==> src/common/fp_add_pkg.sv <==
/*
 * Shared definitions for the single-precision FP adder: format constants,
 * rounding-mode codes, sequencer state codes and the float word views
 */
package fp_add_pkg;

  // ============================================================
  // IEEE 754 single-precision format
  // ============================================================
  localparam int EXP_WIDTH = 8;
  localparam int MAN_WIDTH = 23;
  localparam int FP_WIDTH  = 32;
  localparam int EXP_MAX   = 255;                    // Inf and NaN exponent

  // Hidden bit, fraction, then guard, round and sticky
  localparam int SIG_WIDTH = MAN_WIDTH + 4;

  localparam logic [FP_WIDTH-1:0] CANONICAL_NAN = 32'h7FC0_0000;

  // ============================================================
  // Rounding modes, unlisted codes behave as RTZ
  // ============================================================
  typedef enum logic [2:0] {
    RM_RNE = 3'd0,                                   // Nearest, ties to even
    RM_RTZ = 3'd1,                                   // Toward zero
    RM_RDN = 3'd2,                                   // Toward minus infinity
    RM_RUP = 3'd3,                                   // Toward plus infinity
    RM_RMM = 3'd4                                    // Nearest, ties away
  } rm_t;

  // Stage sequencer states
  localparam logic [2:0] ST_IDLE      = 3'd0;
  localparam logic [2:0] ST_UNPACK    = 3'd1;
  localparam logic [2:0] ST_ALIGN     = 3'd2;
  localparam logic [2:0] ST_COMPUTE   = 3'd3;
  localparam logic [2:0] ST_NORMALIZE = 3'd4;
  localparam logic [2:0] ST_ROUND     = 3'd5;
  localparam logic [2:0] ST_DONE      = 3'd6;

  // ============================================================
  // One float word, seen as raw bits or as its fields
  // ============================================================
  typedef struct packed {
    logic                 sign;
    logic [EXP_WIDTH-1:0] exp;
    logic [MAN_WIDTH-1:0] frac;
  } fp_fields_t;

  typedef union packed {
    logic [FP_WIDTH-1:0] bits;
    fp_fields_t          fields;
  } fp_word_u;

endpackage
==> src/fp_add/fp_add_top.sv <==
/*
 * Single-precision FP add/subtract, one operation at a time.
 * The controller steps the unpack, align/sum and normalize/round stages
 */
`timescale 1ns/1ps

module fp_add_top (
  input  logic                            clk,
  input  logic                            reset_n,
  input  logic                            start,
  input  logic                            is_sub,
  input  logic [2:0]                      rounding_mode,
  input  logic [fp_add_pkg::FP_WIDTH-1:0] operand_a,
  input  logic [fp_add_pkg::FP_WIDTH-1:0] operand_b,
  output logic                            busy,
  output logic                            done,
  output logic [fp_add_pkg::FP_WIDTH-1:0] result,
  output logic                            flag_nv,
  output logic                            flag_of,
  output logic                            flag_uf,
  output logic                            flag_nx
);
  import fp_add_pkg::*;

  // Stage enables
  logic unpack_en;
  logic align_en;
  logic compute_en;
  logic normalize_en;
  logic round_en;

  // Unpacked operands
  logic                 sign_a;
  logic                 sign_b;
  logic [EXP_WIDTH-1:0] exp_a;
  logic [EXP_WIDTH-1:0] exp_b;
  logic [MAN_WIDTH:0]   sig_a;
  logic [MAN_WIDTH:0]   sig_b;
  rm_t                  rm;

  // Special-case bypass
  logic                special_valid;
  logic [FP_WIDTH-1:0] special_result;
  logic                special_nv;

  // Magnitude sum
  logic [SIG_WIDTH:0]   sum_mag;
  logic                 sum_sign;
  logic [EXP_WIDTH-1:0] exp_big;

  fp_add_ctrl ctrl_i (
    .clk          (clk),
    .reset_n      (reset_n),
    .start        (start),
    .unpack_en    (unpack_en),
    .align_en     (align_en),
    .compute_en   (compute_en),
    .normalize_en (normalize_en),
    .round_en     (round_en),
    .busy         (busy),
    .done         (done)
  );

  fp_unpack_classify unpack_i (
    .clk            (clk),
    .reset_n        (reset_n),
    .unpack_en      (unpack_en),
    .operand_a      (operand_a),
    .operand_b      (operand_b),
    .is_sub         (is_sub),
    .rounding_mode  (rounding_mode),
    .sign_a         (sign_a),
    .sign_b         (sign_b),
    .exp_a          (exp_a),
    .exp_b          (exp_b),
    .sig_a          (sig_a),
    .sig_b          (sig_b),
    .rm             (rm),
    .special_valid  (special_valid),
    .special_result (special_result),
    .special_nv     (special_nv)
  );

  fp_align_sum align_i (
    .clk        (clk),
    .reset_n    (reset_n),
    .align_en   (align_en),
    .compute_en (compute_en),
    .sign_a     (sign_a),
    .sign_b     (sign_b),
    .exp_a      (exp_a),
    .exp_b      (exp_b),
    .sig_a      (sig_a),
    .sig_b      (sig_b),
    .sum_mag    (sum_mag),
    .sum_sign   (sum_sign),
    .exp_big    (exp_big)
  );

  fp_normalize_round round_i (
    .clk            (clk),
    .reset_n        (reset_n),
    .normalize_en   (normalize_en),
    .round_en       (round_en),
    .sum_mag        (sum_mag),
    .sum_sign       (sum_sign),
    .exp_big        (exp_big),
    .rm             (rm),
    .special_valid  (special_valid),
    .special_result (special_result),
    .special_nv     (special_nv),
    .result         (result),
    .flag_nv        (flag_nv),
    .flag_of        (flag_of),
    .flag_uf        (flag_uf),
    .flag_nx        (flag_nx)
  );

endmodule

==> src/fp_add/fp_normalize_round.sv <==
/*
 * Leading-zero normalization and IEEE rounding. Handles exponent
 * overflow, flush-to-zero underflow and the special-case bypass
 */
`timescale 1ns/1ps

module fp_normalize_round (
  input  logic                             clk,
  input  logic                             reset_n,
  input  logic                             normalize_en,
  input  logic                             round_en,
  input  logic [fp_add_pkg::SIG_WIDTH:0]   sum_mag,
  input  logic                             sum_sign,
  input  logic [fp_add_pkg::EXP_WIDTH-1:0] exp_big,
  input  fp_add_pkg::rm_t                  rm,
  input  logic                             special_valid,
  input  logic [fp_add_pkg::FP_WIDTH-1:0]  special_result,
  input  logic                             special_nv,
  output logic [fp_add_pkg::FP_WIDTH-1:0]  result,
  output logic                             flag_nv,
  output logic                             flag_of,
  output logic                             flag_uf,
  output logic                             flag_nx
);
  import fp_add_pkg::*;

  // Position of the leading one, counted from the hidden bit
  function automatic logic [$clog2(SIG_WIDTH)-1:0] lead_zeros(
    input logic [SIG_WIDTH-1:0] value
  );
    logic [$clog2(SIG_WIDTH)-1:0] count;
    count = '0;
    for (int i = 0; i < SIG_WIDTH; i++) begin
      if (value[i]) begin
        count = ($clog2(SIG_WIDTH))'(SIG_WIDTH - 1 - i);   // Highest set bit wins
      end
    end
    return count;
  endfunction

  logic [$clog2(SIG_WIDTH)-1:0] lz;

  // Normalized value
  logic [SIG_WIDTH-1:0]         norm_sig;
  logic signed [EXP_WIDTH+1:0]  norm_exp;                 // Room for under and overflow
  logic                         norm_sign;
  logic                         norm_zero;

  // Rounding
  logic                         guard_bit;
  logic                         round_bit;
  logic                         sticky_bit;
  logic                         inexact;
  logic                         round_up;
  logic [EXP_WIDTH+MAN_WIDTH+1:0] rnd_word;
  logic signed [EXP_WIDTH+1:0]  rnd_exp;

  fp_word_u res_w;
  logic     nv_next;
  logic     of_next;
  logic     uf_next;
  logic     nx_next;

  // ============================================================
  // Normalize
  // ============================================================
  assign lz = lead_zeros(sum_mag[SIG_WIDTH-1:0]);

  always_ff @(posedge clk) begin
    if (normalize_en) begin
      if (sum_mag[SIG_WIDTH]) begin
        // Carry out, shift right and keep the dropped bit in sticky
        norm_sig <= {sum_mag[SIG_WIDTH:2], sum_mag[1] | sum_mag[0]};
        norm_exp <= {2'b00, exp_big} + 1'b1;
      end else begin
        norm_sig <= sum_mag[SIG_WIDTH-1:0] << lz;
        norm_exp <= {2'b00, exp_big} - lz;
      end
      norm_sign <= sum_sign;
      norm_zero <= (sum_mag == '0);
    end
  end

  // ============================================================
  // Round
  // ============================================================
  assign guard_bit  = norm_sig[2];
  assign round_bit  = norm_sig[1];
  assign sticky_bit = norm_sig[0];
  assign inexact    = guard_bit || round_bit || sticky_bit;

  always_comb begin
    case (rm)
      RM_RNE:  round_up = guard_bit && (round_bit || sticky_bit || norm_sig[3]);
      RM_RUP:  round_up = !norm_sign && inexact;
      RM_RDN:  round_up = norm_sign && inexact;
      RM_RMM:  round_up = guard_bit;
      default: round_up = 1'b0;                           // RTZ and unused codes
    endcase
  end

  // Increment over exponent and fraction, a fraction carry bumps the exponent
  assign rnd_word = {norm_exp, norm_sig[SIG_WIDTH-2:3]} + round_up;
  assign rnd_exp  = rnd_word[EXP_WIDTH+MAN_WIDTH+1:MAN_WIDTH];

  always_comb begin
    res_w.bits = '0;
    nv_next    = 1'b0;
    of_next    = 1'b0;
    uf_next    = 1'b0;
    nx_next    = 1'b0;
    if (special_valid) begin
      res_w.bits = special_result;
      nv_next    = special_nv;
    end else if (norm_zero) begin
      res_w.fields.sign = (rm == RM_RDN);                 // Exact cancellation
    end else if (rnd_exp >= EXP_MAX) begin
      res_w.fields.sign = norm_sign;
      res_w.fields.exp  = '1;
      of_next           = 1'b1;
      nx_next           = 1'b1;
    end else if (norm_exp < 1) begin
      res_w.fields.sign = norm_sign;                      // Flush to signed zero
      uf_next           = 1'b1;
      nx_next           = 1'b1;
    end else begin
      res_w.fields.sign = norm_sign;
      res_w.fields.exp  = rnd_word[EXP_WIDTH+MAN_WIDTH-1:MAN_WIDTH];
      res_w.fields.frac = rnd_word[MAN_WIDTH-1:0];
      nx_next           = inexact;
    end
  end

  // Held until the next operation rounds
  always_ff @(posedge clk or negedge reset_n) begin
    if (!reset_n) begin
      result  <= '0;
      flag_nv <= 1'b0;
      flag_of <= 1'b0;
      flag_uf <= 1'b0;
      flag_nx <= 1'b0;
    end else if (round_en) begin
      result  <= res_w.bits;
      flag_nv <= nv_next;
      flag_of <= of_next;
      flag_uf <= uf_next;
      flag_nx <= nx_next;
    end
  end

endmodule

==> src/fp_add/fp_align_sum.sv <==
/*
 * Significand alignment with sticky collection, followed by the
 * magnitude add or subtract. Result sign follows the larger operand
 */
`timescale 1ns/1ps

module fp_align_sum (
  input  logic                             clk,
  input  logic                             reset_n,
  input  logic                             align_en,
  input  logic                             compute_en,
  input  logic                             sign_a,
  input  logic                             sign_b,
  input  logic [fp_add_pkg::EXP_WIDTH-1:0] exp_a,
  input  logic [fp_add_pkg::EXP_WIDTH-1:0] exp_b,
  input  logic [fp_add_pkg::MAN_WIDTH:0]   sig_a,
  input  logic [fp_add_pkg::MAN_WIDTH:0]   sig_b,
  output logic [fp_add_pkg::SIG_WIDTH:0]   sum_mag,
  output logic                             sum_sign,
  output logic [fp_add_pkg::EXP_WIDTH-1:0] exp_big
);
  import fp_add_pkg::*;

  logic                 a_big;
  logic [EXP_WIDTH-1:0] exp_diff;
  logic [SIG_WIDTH-1:0] small_ext;
  logic [SIG_WIDTH-1:0] small_shift;
  logic [SIG_WIDTH-1:0] lost_mask;
  logic                 sticky;

  // Aligned operands
  logic [SIG_WIDTH-1:0] big_al;
  logic [SIG_WIDTH-1:0] small_al;
  logic                 big_sign;
  logic                 eff_sub;

  // ============================================================
  // Align
  // ============================================================
  // Full magnitude compare, so the subtract never goes negative
  assign a_big     = {exp_a, sig_a} >= {exp_b, sig_b};
  assign exp_diff  = a_big ? (exp_a - exp_b) : (exp_b - exp_a);
  assign small_ext = {(a_big ? sig_b : sig_a), 3'b000};

  // Beyond SIG_WIDTH the mask covers every bit and only sticky is left
  assign small_shift = small_ext >> exp_diff;
  assign lost_mask   = ~({SIG_WIDTH{1'b1}} << exp_diff);
  assign sticky      = |(small_ext & lost_mask);

  always_ff @(posedge clk or negedge reset_n) begin
    if (!reset_n) begin
      eff_sub <= 1'b0;
    end else if (align_en) begin
      eff_sub <= sign_a ^ sign_b;
    end
  end

  always_ff @(posedge clk) begin
    if (align_en) begin
      big_al   <= {(a_big ? sig_a : sig_b), 3'b000};
      small_al <= {small_shift[SIG_WIDTH-1:1], small_shift[0] | sticky};
      big_sign <= a_big ? sign_a : sign_b;
      exp_big  <= a_big ? exp_a : exp_b;
    end
  end

  // ============================================================
  // Compute
  // ============================================================
  always_ff @(posedge clk or negedge reset_n) begin
    if (!reset_n) begin
      sum_sign <= 1'b0;
    end else if (compute_en) begin
      sum_sign <= big_sign;
    end
  end

  always_ff @(posedge clk) begin
    if (compute_en) begin
      if (eff_sub) begin
        sum_mag <= {1'b0, big_al} - {1'b0, small_al};
      end else begin
        sum_mag <= {1'b0, big_al} + {1'b0, small_al};  // MSB catches the carry
      end
    end
  end

endmodule

==> src/fp_add/fp_unpack_classify.sv <==
/*
 * Operand capture and classification. Flushes subnormals to zero and
 * forms the NaN, infinity and zero results that bypass the datapath
 */
`timescale 1ns/1ps

module fp_unpack_classify (
  input  logic                             clk,
  input  logic                             reset_n,
  input  logic                             unpack_en,
  input  logic [fp_add_pkg::FP_WIDTH-1:0]  operand_a,
  input  logic [fp_add_pkg::FP_WIDTH-1:0]  operand_b,
  input  logic                             is_sub,
  input  logic [2:0]                       rounding_mode,
  output logic                             sign_a,
  output logic                             sign_b,
  output logic [fp_add_pkg::EXP_WIDTH-1:0] exp_a,
  output logic [fp_add_pkg::EXP_WIDTH-1:0] exp_b,
  output logic [fp_add_pkg::MAN_WIDTH:0]   sig_a,
  output logic [fp_add_pkg::MAN_WIDTH:0]   sig_b,
  output fp_add_pkg::rm_t                  rm,
  output logic                             special_valid,
  output logic [fp_add_pkg::FP_WIDTH-1:0]  special_result,
  output logic                             special_nv
);
  import fp_add_pkg::*;

  fp_word_u word_a;
  fp_word_u word_b;

  // Operand classes
  logic nan_a;
  logic nan_b;
  logic inf_a;
  logic inf_b;
  logic zero_a;
  logic zero_b;
  logic zero_sign;

  assign word_a.bits = operand_a;
  assign word_b.bits = operand_b;

  always_ff @(posedge clk or negedge reset_n) begin
    if (!reset_n) begin
      nan_a  <= 1'b0;
      nan_b  <= 1'b0;
      inf_a  <= 1'b0;
      inf_b  <= 1'b0;
      zero_a <= 1'b0;
      zero_b <= 1'b0;
      rm     <= RM_RNE;
    end else if (unpack_en) begin
      nan_a  <= (word_a.fields.exp == '1) && (word_a.fields.frac != '0);
      nan_b  <= (word_b.fields.exp == '1) && (word_b.fields.frac != '0);
      inf_a  <= (word_a.fields.exp == '1) && (word_a.fields.frac == '0);
      inf_b  <= (word_b.fields.exp == '1) && (word_b.fields.frac == '0);
      zero_a <= (word_a.fields.exp == '0);          // Subnormals count as zero
      zero_b <= (word_b.fields.exp == '0);
      rm     <= rm_t'(rounding_mode);
    end
  end

  // Fields with the hidden bit made explicit
  always_ff @(posedge clk) begin
    if (unpack_en) begin
      sign_a <= word_a.fields.sign;
      sign_b <= word_b.fields.sign ^ is_sub;        // a - b becomes a + (-b)
      exp_a  <= word_a.fields.exp;
      exp_b  <= word_b.fields.exp;
      sig_a  <= (word_a.fields.exp == '0) ? '0 : {1'b1, word_a.fields.frac};
      sig_b  <= (word_b.fields.exp == '0) ? '0 : {1'b1, word_b.fields.frac};
    end
  end

  // Exact zero sum is negative only for -0 + -0, or under RDN
  assign zero_sign = (sign_a && sign_b) || ((sign_a || sign_b) && (rm == RM_RDN));

  always_comb begin
    special_valid  = 1'b1;
    special_nv     = 1'b0;
    special_result = CANONICAL_NAN;
    if (nan_a || nan_b) begin
      special_nv = 1'b1;
    end else if (inf_a && inf_b && (sign_a != sign_b)) begin
      special_nv = 1'b1;                            // inf - inf
    end else if (inf_a) begin
      special_result = {sign_a, {EXP_WIDTH{1'b1}}, {MAN_WIDTH{1'b0}}};
    end else if (inf_b) begin
      special_result = {sign_b, {EXP_WIDTH{1'b1}}, {MAN_WIDTH{1'b0}}};
    end else if (zero_a && zero_b) begin
      special_result = {zero_sign, {(FP_WIDTH-1){1'b0}}};
    end else if (zero_a) begin
      special_result = {sign_b, exp_b, sig_b[MAN_WIDTH-1:0]};
    end else if (zero_b) begin
      special_result = {sign_a, exp_a, sig_a[MAN_WIDTH-1:0]};
    end else begin
      special_valid = 1'b0;                         // Both finite and nonzero
    end
  end

endmodule

==> src/fp_add/fp_add_ctrl.sv <==
/*
 * Stage sequencer for the FP adder. Walks one operation through
 * unpack, align, compute, normalize, round and done
 */
`timescale 1ns/1ps

module fp_add_ctrl (
  input  logic clk,
  input  logic reset_n,
  input  logic start,
  output logic unpack_en,
  output logic align_en,
  output logic compute_en,
  output logic normalize_en,
  output logic round_en,
  output logic busy,
  output logic done
);
  import fp_add_pkg::*;

  logic [2:0] state;
  logic [2:0] next_state;

  always_ff @(posedge clk or negedge reset_n) begin
    if (!reset_n) begin
      state <= ST_IDLE;
    end else begin
      state <= next_state;
    end
  end

  // One step per clock, only IDLE waits
  always_comb begin
    case (state)
      ST_IDLE:      next_state = start ? ST_UNPACK : ST_IDLE;
      ST_UNPACK:    next_state = ST_ALIGN;
      ST_ALIGN:     next_state = ST_COMPUTE;
      ST_COMPUTE:   next_state = ST_NORMALIZE;
      ST_NORMALIZE: next_state = ST_ROUND;
      ST_ROUND:     next_state = ST_DONE;
      default:      next_state = ST_IDLE;           // DONE and unused codes
    endcase
  end

  // Operands are captured on the same edge that accepts start
  assign unpack_en    = (state == ST_IDLE) && start;
  assign align_en     = (state == ST_ALIGN);
  assign compute_en   = (state == ST_COMPUTE);
  assign normalize_en = (state == ST_NORMALIZE);
  assign round_en     = (state == ST_ROUND);

  assign busy = (state != ST_IDLE) && (state != ST_DONE);
  assign done = (state == ST_DONE);

endmodule

==> config.mk <==
export PLATFORM = sky130hd
export DESIGN_NAME = fp_add_top
export DESIGN_NICKNAME = d
export VERILOG_FILES = /design/src/common/fp_add_pkg.sv /design/src/fp_add/fp_add_top.sv /design/src/fp_add/fp_normalize_round.sv /design/src/fp_add/fp_align_sum.sv /design/src/fp_add/fp_unpack_classify.sv /design/src/fp_add/fp_add_ctrl.sv
export SDC_FILE = /design/constraint.sdc
export NUM_CORES = 1
export LEC_CHECK = 0
export BUFFER_PORTS_ARGS = -buffer_cell sky130_fd_sc_hd__buf_2
export CORE_MARGIN = 1
export CORE_UTILIZATION = 30
export CTS_BUF_LIST = sky130_fd_sc_hd__clkbuf_8
export DETAILED_ROUTE_END_ITERATION = 6
export PLACE_DENSITY_LB_ADDON = 0.1
export SYNTH_ARGS = -nofsm -noshare
export SYNTH_HDL_FRONTEND = slang
export SYNTH_SLANG_ARGS = --single-unit
==> constraint.sdc <==
create_clock -name clk -period 4.13 [get_ports clk]
set_clock_uncertainty 0.2 [all_clocks]
set_input_delay 0.413 -clock clk [delete_from_list [all_inputs] [get_ports clk]]
set_output_delay 0.413 -clock clk [all_outputs]
set_load 0.01 [all_outputs]
==> results.yml, run 1 <==
run:
  drv_cap: 0
clock_network:
  ctsLongestPathBuffers: 3
  clk_latency_ns: 0.62
  cts_buffers: 42
  root_buffer: "clkbuf_8"
  cts_tree: "done"
  cts_max_level: 2
  cts_sinks: 242
  clk_pin_slew_ns: 0.07
yosys:
  synthesis.nets: 2071
  netlist_instances: 1898
  syn_avg_cell_area_sq_um: 9.48
  ys_seq_area_frac: 0.390
  ys_ff_latch: 242
  async_reset_ff_frac: 0.207
  ys_warn_count: 0
  syn-cell-area_sq_um: 18000
  synth_ff_type: "edfxtp_1"
  ys_types: 95
  synth-edff-count: 192
finish:
  n_antenna_cell: 0
  areaGrowthSynthToFinish_pct: 32.4
  final_cell_mix: "buf_4, nand2_1, edfxtp_1"
  fin_area_sq_um: 23800
  multi_input_area_sq_um: 10700
  fill_cells: 5931
  ff_latch_area_sq_um: 7020
  final_common_cell: "buf_4"
  final_cells: 3161
  nets: 2529
  drive_gt1_frac: 0.282
global_route:
  antenna_found_initial: 0
  grt_first_pass_wirelength_um: 102000
  grt_pass1_vias: 16293
  grt-ovfl-total: 0
  grt_max_degree: 49
  grtUsageTotal: 0.225
sta:
  period_minus_slack_ns: 4.17
  setup_viol: 2
  drv_slew: 0
  slew_headroom: 0.254
  tightest_slew_ns: 1.12
  fmax_mhz: 240
  hold_violations: 0
  rsz0062_at_grt: "yes"
  finalCritPeriodShare: 1.01
  worst_slack_ns: -0.0356
floorplan:
  num_rows: 89
  die_area_sq_um: 61000
  initial_utilization: 0.304
  die_h_um: 247
  core_sq_um: 59100
  io-pin-count: 109
  die_w_um: 247
worst_setup_path:
  cp_slowest_stage_delay_ns: 0.43
  crit_type: "register to register"
  arrival_ns: 4.33
  rr_startpoint: "unpack_i.sig_a[5]"
  reg2reg_depth: 17
  cp_max_fo: 6
  start_kind: "register"
  crit_top_cell: "buf_4"
  crit_buf_inv: 4
  endpoint_kind: "register"
  rrSetupSlack_ns: -0.04
  cp_slowest_cell: "edfxtp_1"
  r2r_end: "align_i.small_al[0]"
  cp.required_ns: 4.30
  path_delay_family: "compound AO/OA/AOI/OAI gates"
  cp_cell_sequence: "ha_4 > a2111oi_4 > nor3_2 > a211oi_2 > o21ai_4 > a21oi_4 > buf_12 > buf_4 > buf_6 > mux2i_4 > xnor2_2 > buf_4 > nor2_2 > a31o_2 > nand3_1 > o31a_1 > a2111o_1"
min_path:
  hold_path.class: "input port to asynchronous set/reset pin"
power_and_ir_drop:
  power_leakage_nw: 10.1
  peakVddDrop_mv: 0.301
  power_per_cell_area_nw_per_um2: 748
drt:
  dr_total_vias: 16749
  drc_errors: 2
  dr.pass1.iters: 7
  wirelength_um: 69600
  drt-wirelength-per-cell_um: 22.0
  vias_per_cell: 5.30
  ant_nets: 0
  drtIter0Drc: 1235
place:
  place_inst: 2960
  dpl.hpwl_um: 54300
  placed_cell_area_sq_um: 21200
  gp_congestion: 0.958
  portBuffers: 108
run_status:
  outcome: "finished with violations"
  violations: "DRC, setup timing"
## final cells by class
cell class | instances | share of cell area
tap | 773 | 0.0406
timing repair buffer | 504 | 0.163
clock inverter | 33 | 0.00625
clock buffer | 43 | 0.0248
multi-input combinational | 1438 | 0.451
inverter | 128 | 0.0202
sequential | 242 | 0.294
## registers in the layout, indices dropped and copies added (netlist names), 10 cells and up
signal / count
align_i.small_al: 27
unpack_i.sig_b: 24
round_i.result: 32
unpack_i.sig_a: 24
align_i.sum_mag: 28
round_i.norm_exp: 10
align_i.big_al: 24
round_i.norm_sig: 26
## worst reg2reg max path, stage by stage (launching register included)
cell	delay [ns]
edfxtp_1	0.43
ha_4	0.29
a2111oi_4	0.34
nor3_2	0.10
a211oi_2	0.37
o21ai_4	0.12
a21oi_4	0.18
buf_12	0.14
buf_4	0.10
buf_6	0.10
mux2i_4	0.23
xnor2_2	0.14
buf_4	0.18
nor2_2	0.13
a31o_2	0.17
nand3_1	0.08
o31a_1	0.30
a2111o_1	0.35
## synthesized netlist by cell type, types with 12 or more instances
library cell,count,share of area
a22o_1,25,0.012
nor4_1,29,0.010
nor2_1,111,0.023
xor2_1,34,0.017
clkbuf_1,56,0.012
nor3_1,43,0.012
a211oi_1,12,0.0050
nand2b_1,17,0.0059
dfrtp_1,50,0.070
buf_2,16,0.0045
nor2b_1,14,0.0049
o31ai_1,16,0.0067
a21oi_1,111,0.031
mux2_2,23,0.014
a22oi_1,25,0.010
xnor2_1,38,0.018
edfxtp_1,192,0.32
nand4_1,22,0.0076
a21o_1,24,0.010
and3_1,28,0.0097
o21bai_1,13,0.0054
a31oi_1,16,0.0056
ha_1,98,0.068
and2_1,55,0.019
o21ai_0,136,0.038
nand2_1,199,0.042
mux4_2,14,0.018
mux2i_1,105,0.058
nand3_1,46,0.013
inv_1,123,0.026
## power breakdown
part	switching, W	internal, W
logic	0.00628	0.00501
clock network	0.00105	0.000975
registers	0.000749	0.00377
## kinds of logic after synthesis
| family | count (synthesis) | synth area share |
|---|---|---|
| buffers and inverters | 218 | 0.0515 |
| muxes | 145 | 0.0947 |
| AOI/OAI and AO/OA | 507 | 0.190 |
| DFF | 242 | 0.390 |
| and+or+nand+nor | 612 | 0.167 |
| adders and majority gates | 102 | 0.0726 |
| xor gates and xnor gates | 72 | 0.0350 |
## per-stage QoR
step	hold slack (ns)	utilization	power (W)	worst slack (ns)	setup TNS (ns)
floorplan	-0.0826	-	0.0104	0.0228	0
global placement	0.226	0.358	0.0146	-0.296	-3.13
detailed placement	0.235	0.358	0.0145	-0.342	-3.36
CTS	0.152	0.390	0.0171	0.000838	0
global route	0.237	0.403	0.0190	-0.191	-1.32
finish	0.205	0.403	0.0178	-0.0356	-0.0467
## layer usage
layer	track usage	part of all wire	vias up
met3	0.0305	0.049	109
met1	0.314	0.46	8158
met5	0	0	-
met4	0.0813	0.036	0
li1	-	-	7963
met2	0.351	0.45	519
## worst max path at each step
stage / to / from / cells past startpoint / slack [ns]
2_1_floorplan: align_i.small_al[0] / unpack_i.sig_b[5] / 14 / 0.02
3_3_place_gp: align_i.small_al[2] / unpack_i.sig_b[17] / 18 / -0.30
3_5_place_dp: align_i.small_al[0] / unpack_i.sig_b[17] / 16 / -0.34
4_1_cts: align_i.small_al[0] / unpack_i.sig_b[14] / 20 / 0.0008
5_1_grt: align_i.small_al[0] / unpack_i.sig_a[5] / 16 / -0.19
6_report: align_i.small_al[0] / unpack_i.sig_a[5] / 17 / -0.04
## repair_timing
action                                  in CTS  in global routing
gates resized for setup                     70                 94
cloned                                       0                  2
hold endpoints to repair                    96                  0
hold buffers                                69                  0
pin swaps                                   25                 41
endpoints found under the setup margin      20                 43
buffers inserted                            21                 35
No activity file was read; power rests on OpenSTA's default activity.
==> inputs of run 2 (changes only) <==
==> constraint.sdc (replaced) <==
create_clock -name clk -period 3.4 [get_ports clk]
set_clock_uncertainty 0.2 [all_clocks]
set_input_delay 0.34 -clock clk [delete_from_list [all_inputs] [get_ports clk]]
set_output_delay 0.34 -clock clk [all_outputs]
set_load 0.01 [all_outputs]
==> results.yml, run 2 (same netlist as run 1, synthesis figures left out) <==
run_status:
  outcome: "finished with violations"
  violations: "setup timing"
sta:
  slew_headroom: 0.424
  period_minus_slack_ns: 4.18
  hold_violations: 0
  finalCritPeriodShare: 1.23
  tightest_slew_ns: 0.859
  worst_slack_ns: -0.780
  setup_viol: 43
  fmax_mhz: 239
  rsz0062_at_grt: "yes"
  drv_slew: 0
drt:
  wirelength_um: 73100
  dr_total_vias: 17586
  drtIter0Drc: 1194
  dr.pass1.iters: 6
  vias_per_cell: 5.22
  drt-wirelength-per-cell_um: 21.7
  ant_nets: 0
  drc_errors: 0
global_route:
  grt.busiest_layer: "met2"
  grtUsageTotal: 0.237
  grtUsageMet1: 0.322
  grt_first_pass_wirelength_um: 108000
  grt_pass1_vias: 17386
  grt-ovfl-total: 0
  antenna_found_initial: 2
  grt_max_degree: 42
  grt.met3_usage: 0.0328
  gr-usage-met2: 0.385
worst_setup_path:
  start_kind: "register"
  cp_max_fo: 4
  r2r_end: "align_i.small_al[0]"
  cp.required_ns: 3.59
  crit_type: "register to register"
  rr_startpoint: "unpack_i.exp_a[0]"
  rrSetupSlack_ns: -0.78
  reg2reg_depth: 18
  cp_slowest_cell: "edfxtp_1"
  cp_cell_sequence: "buf_4 > inv_2 > ha_2 > inv_2 > fa_2 > a21o_1 > a21o_1 > a21o_1 > a21oi_4 > a2111oi_4 > a2111o_1 > buf_4 > and3_4 > buf_6 > and3_1 > o41ai_2 > o2111ai_1 > a2111o_1"
  endpoint_kind: "register"
  arrival_ns: 4.37
  cp_slowest_stage_delay_ns: 0.49
  crit_top_cell: "a21o_1"
finish:
  drive_gt1_frac: 0.406
  ff_latch_area_sq_um: 7020
  final_cells: 3366
  multi_input_area_sq_um: 11900
  nets: 2729
  final_common_cell: "buf_4"
  n_antenna_cell: 0
  largest-register: "round_i.result"
  postLayoutCoreUtil: 0.457
  largest_reg_flops: 32
  top_regs: "round_i.result x32, align_i.sum_mag x28, align_i.small_al x27"
  final_cell_mix: "buf_4, edfxtp_1, nand2_1"
  areaGrowthSynthToFinish_pct: 50.1
  fill_cells: 5643
clock_network:
  cts_buffers: 45
  cts_tree: "done"
  clk_latency_ns: 0.65
  cts_sinks: 242
  ctsLongestPathBuffers: 3
  root_buffer: "clkbuf_8"
  clk_pin_slew_ns: 0.06
  cts_max_level: 2
place:
  place_inst: 3124
  portBuffers: 108
  dpl.hpwl_um: 57100
  gp_congestion: 0.919
power_and_ir_drop:
  power_per_cell_area_nw_per_um2: 947
  power_w: 0.0256
  peakVddDrop_mv: 0.324
  power_leakage_nw: 11.4
min_path:
  hold_path.class: "input port to asynchronous set/reset pin"
floorplan:
  die_h_um: 247
  num_rows: 89
  io-pin-count: 109
  initial_utilization: 0.304
  die_area_sq_um: 61000
  die_w_um: 247
  core_sq_um: 59100
run:
  drv_cap: 0
run 2: final cells by class:
cell class                 instances  share of cell area
clock buffer                      45              0.0229
clock inverter                    39             0.00894
inverter                         128              0.0180
multi-input combinational       1438               0.442
sequential                       242               0.260
tap                              773              0.0358
timing repair buffer             701               0.213
run 2: stage by stage:
stage	TNS, ns	hold WS (ns)	instance area (sq um)	worst slack, ns
after detailed placement	-34.58	0.217	22500	-1.04
after global routing	-28.40	0.135	27000	-0.931
after CTS	-20.91	0.0527	25600	-0.757
final	-16.15	0.120	27000	-0.780
after global placement	-32.20	0.203	22500	-1.00
after floorplan	-7.28	-0.156	18100	-0.596
run 2: worst max path at each step:
stage	from	end	slack, ns	cells after the start
2_1_floorplan	unpack_i.sig_a[5]	align_i.small_al[0]	-0.60	13
3_3_place_gp	unpack_i.sig_b[5]	align_i.small_al[0]	-1.00	15
6_report	unpack_i.exp_a[0]	align_i.small_al[0]	-0.78	18
3_5_place_dp	unpack_i.sig_b[5]	align_i.small_al[0]	-1.04	15
5_1_grt	unpack_i.exp_a[0]	align_i.small_al[0]	-0.93	18
4_1_cts	unpack_i.exp_a[0]	align_i.small_al[0]	-0.76	17
run 2: what timing repair did:
action                                 4_1_cts  5_1_grt
setup buffers                               46       48
resized for setup                          276      226
setup endpoints to repair                  104      105
endpoints found under the hold margin       97        0
pin swaps                                  105      105
hold buffers                                69        0
gates cloned                                 5        2
run 2: routing by layer:
metal | share of wire | up-vias
met2 | 0.47 | 466
met5 | 0.00031 | -
met3 | 0.049 | 118
li1 | - | 8384
met1 | 0.45 | 8614
met4 | 0.032 | 4
run 2: critical path: cells and delay by family (launching register included):
kind / cells / cell delay, ns
AOI/OAI and AO/OA: 9 / 1.87
DFF: 1 / 0.49
buffers and inverters: 5 / 0.56
adders and majority gates: 2 / 0.50
and+or+nand+nor: 2 / 0.31
run 2: report_power, final:
group,internal (W),switching (W)
sequential,0.00458,0.000841
clock,0.00141,0.00135
combinational,0.00839,0.00901
total,0.0144,0.0112
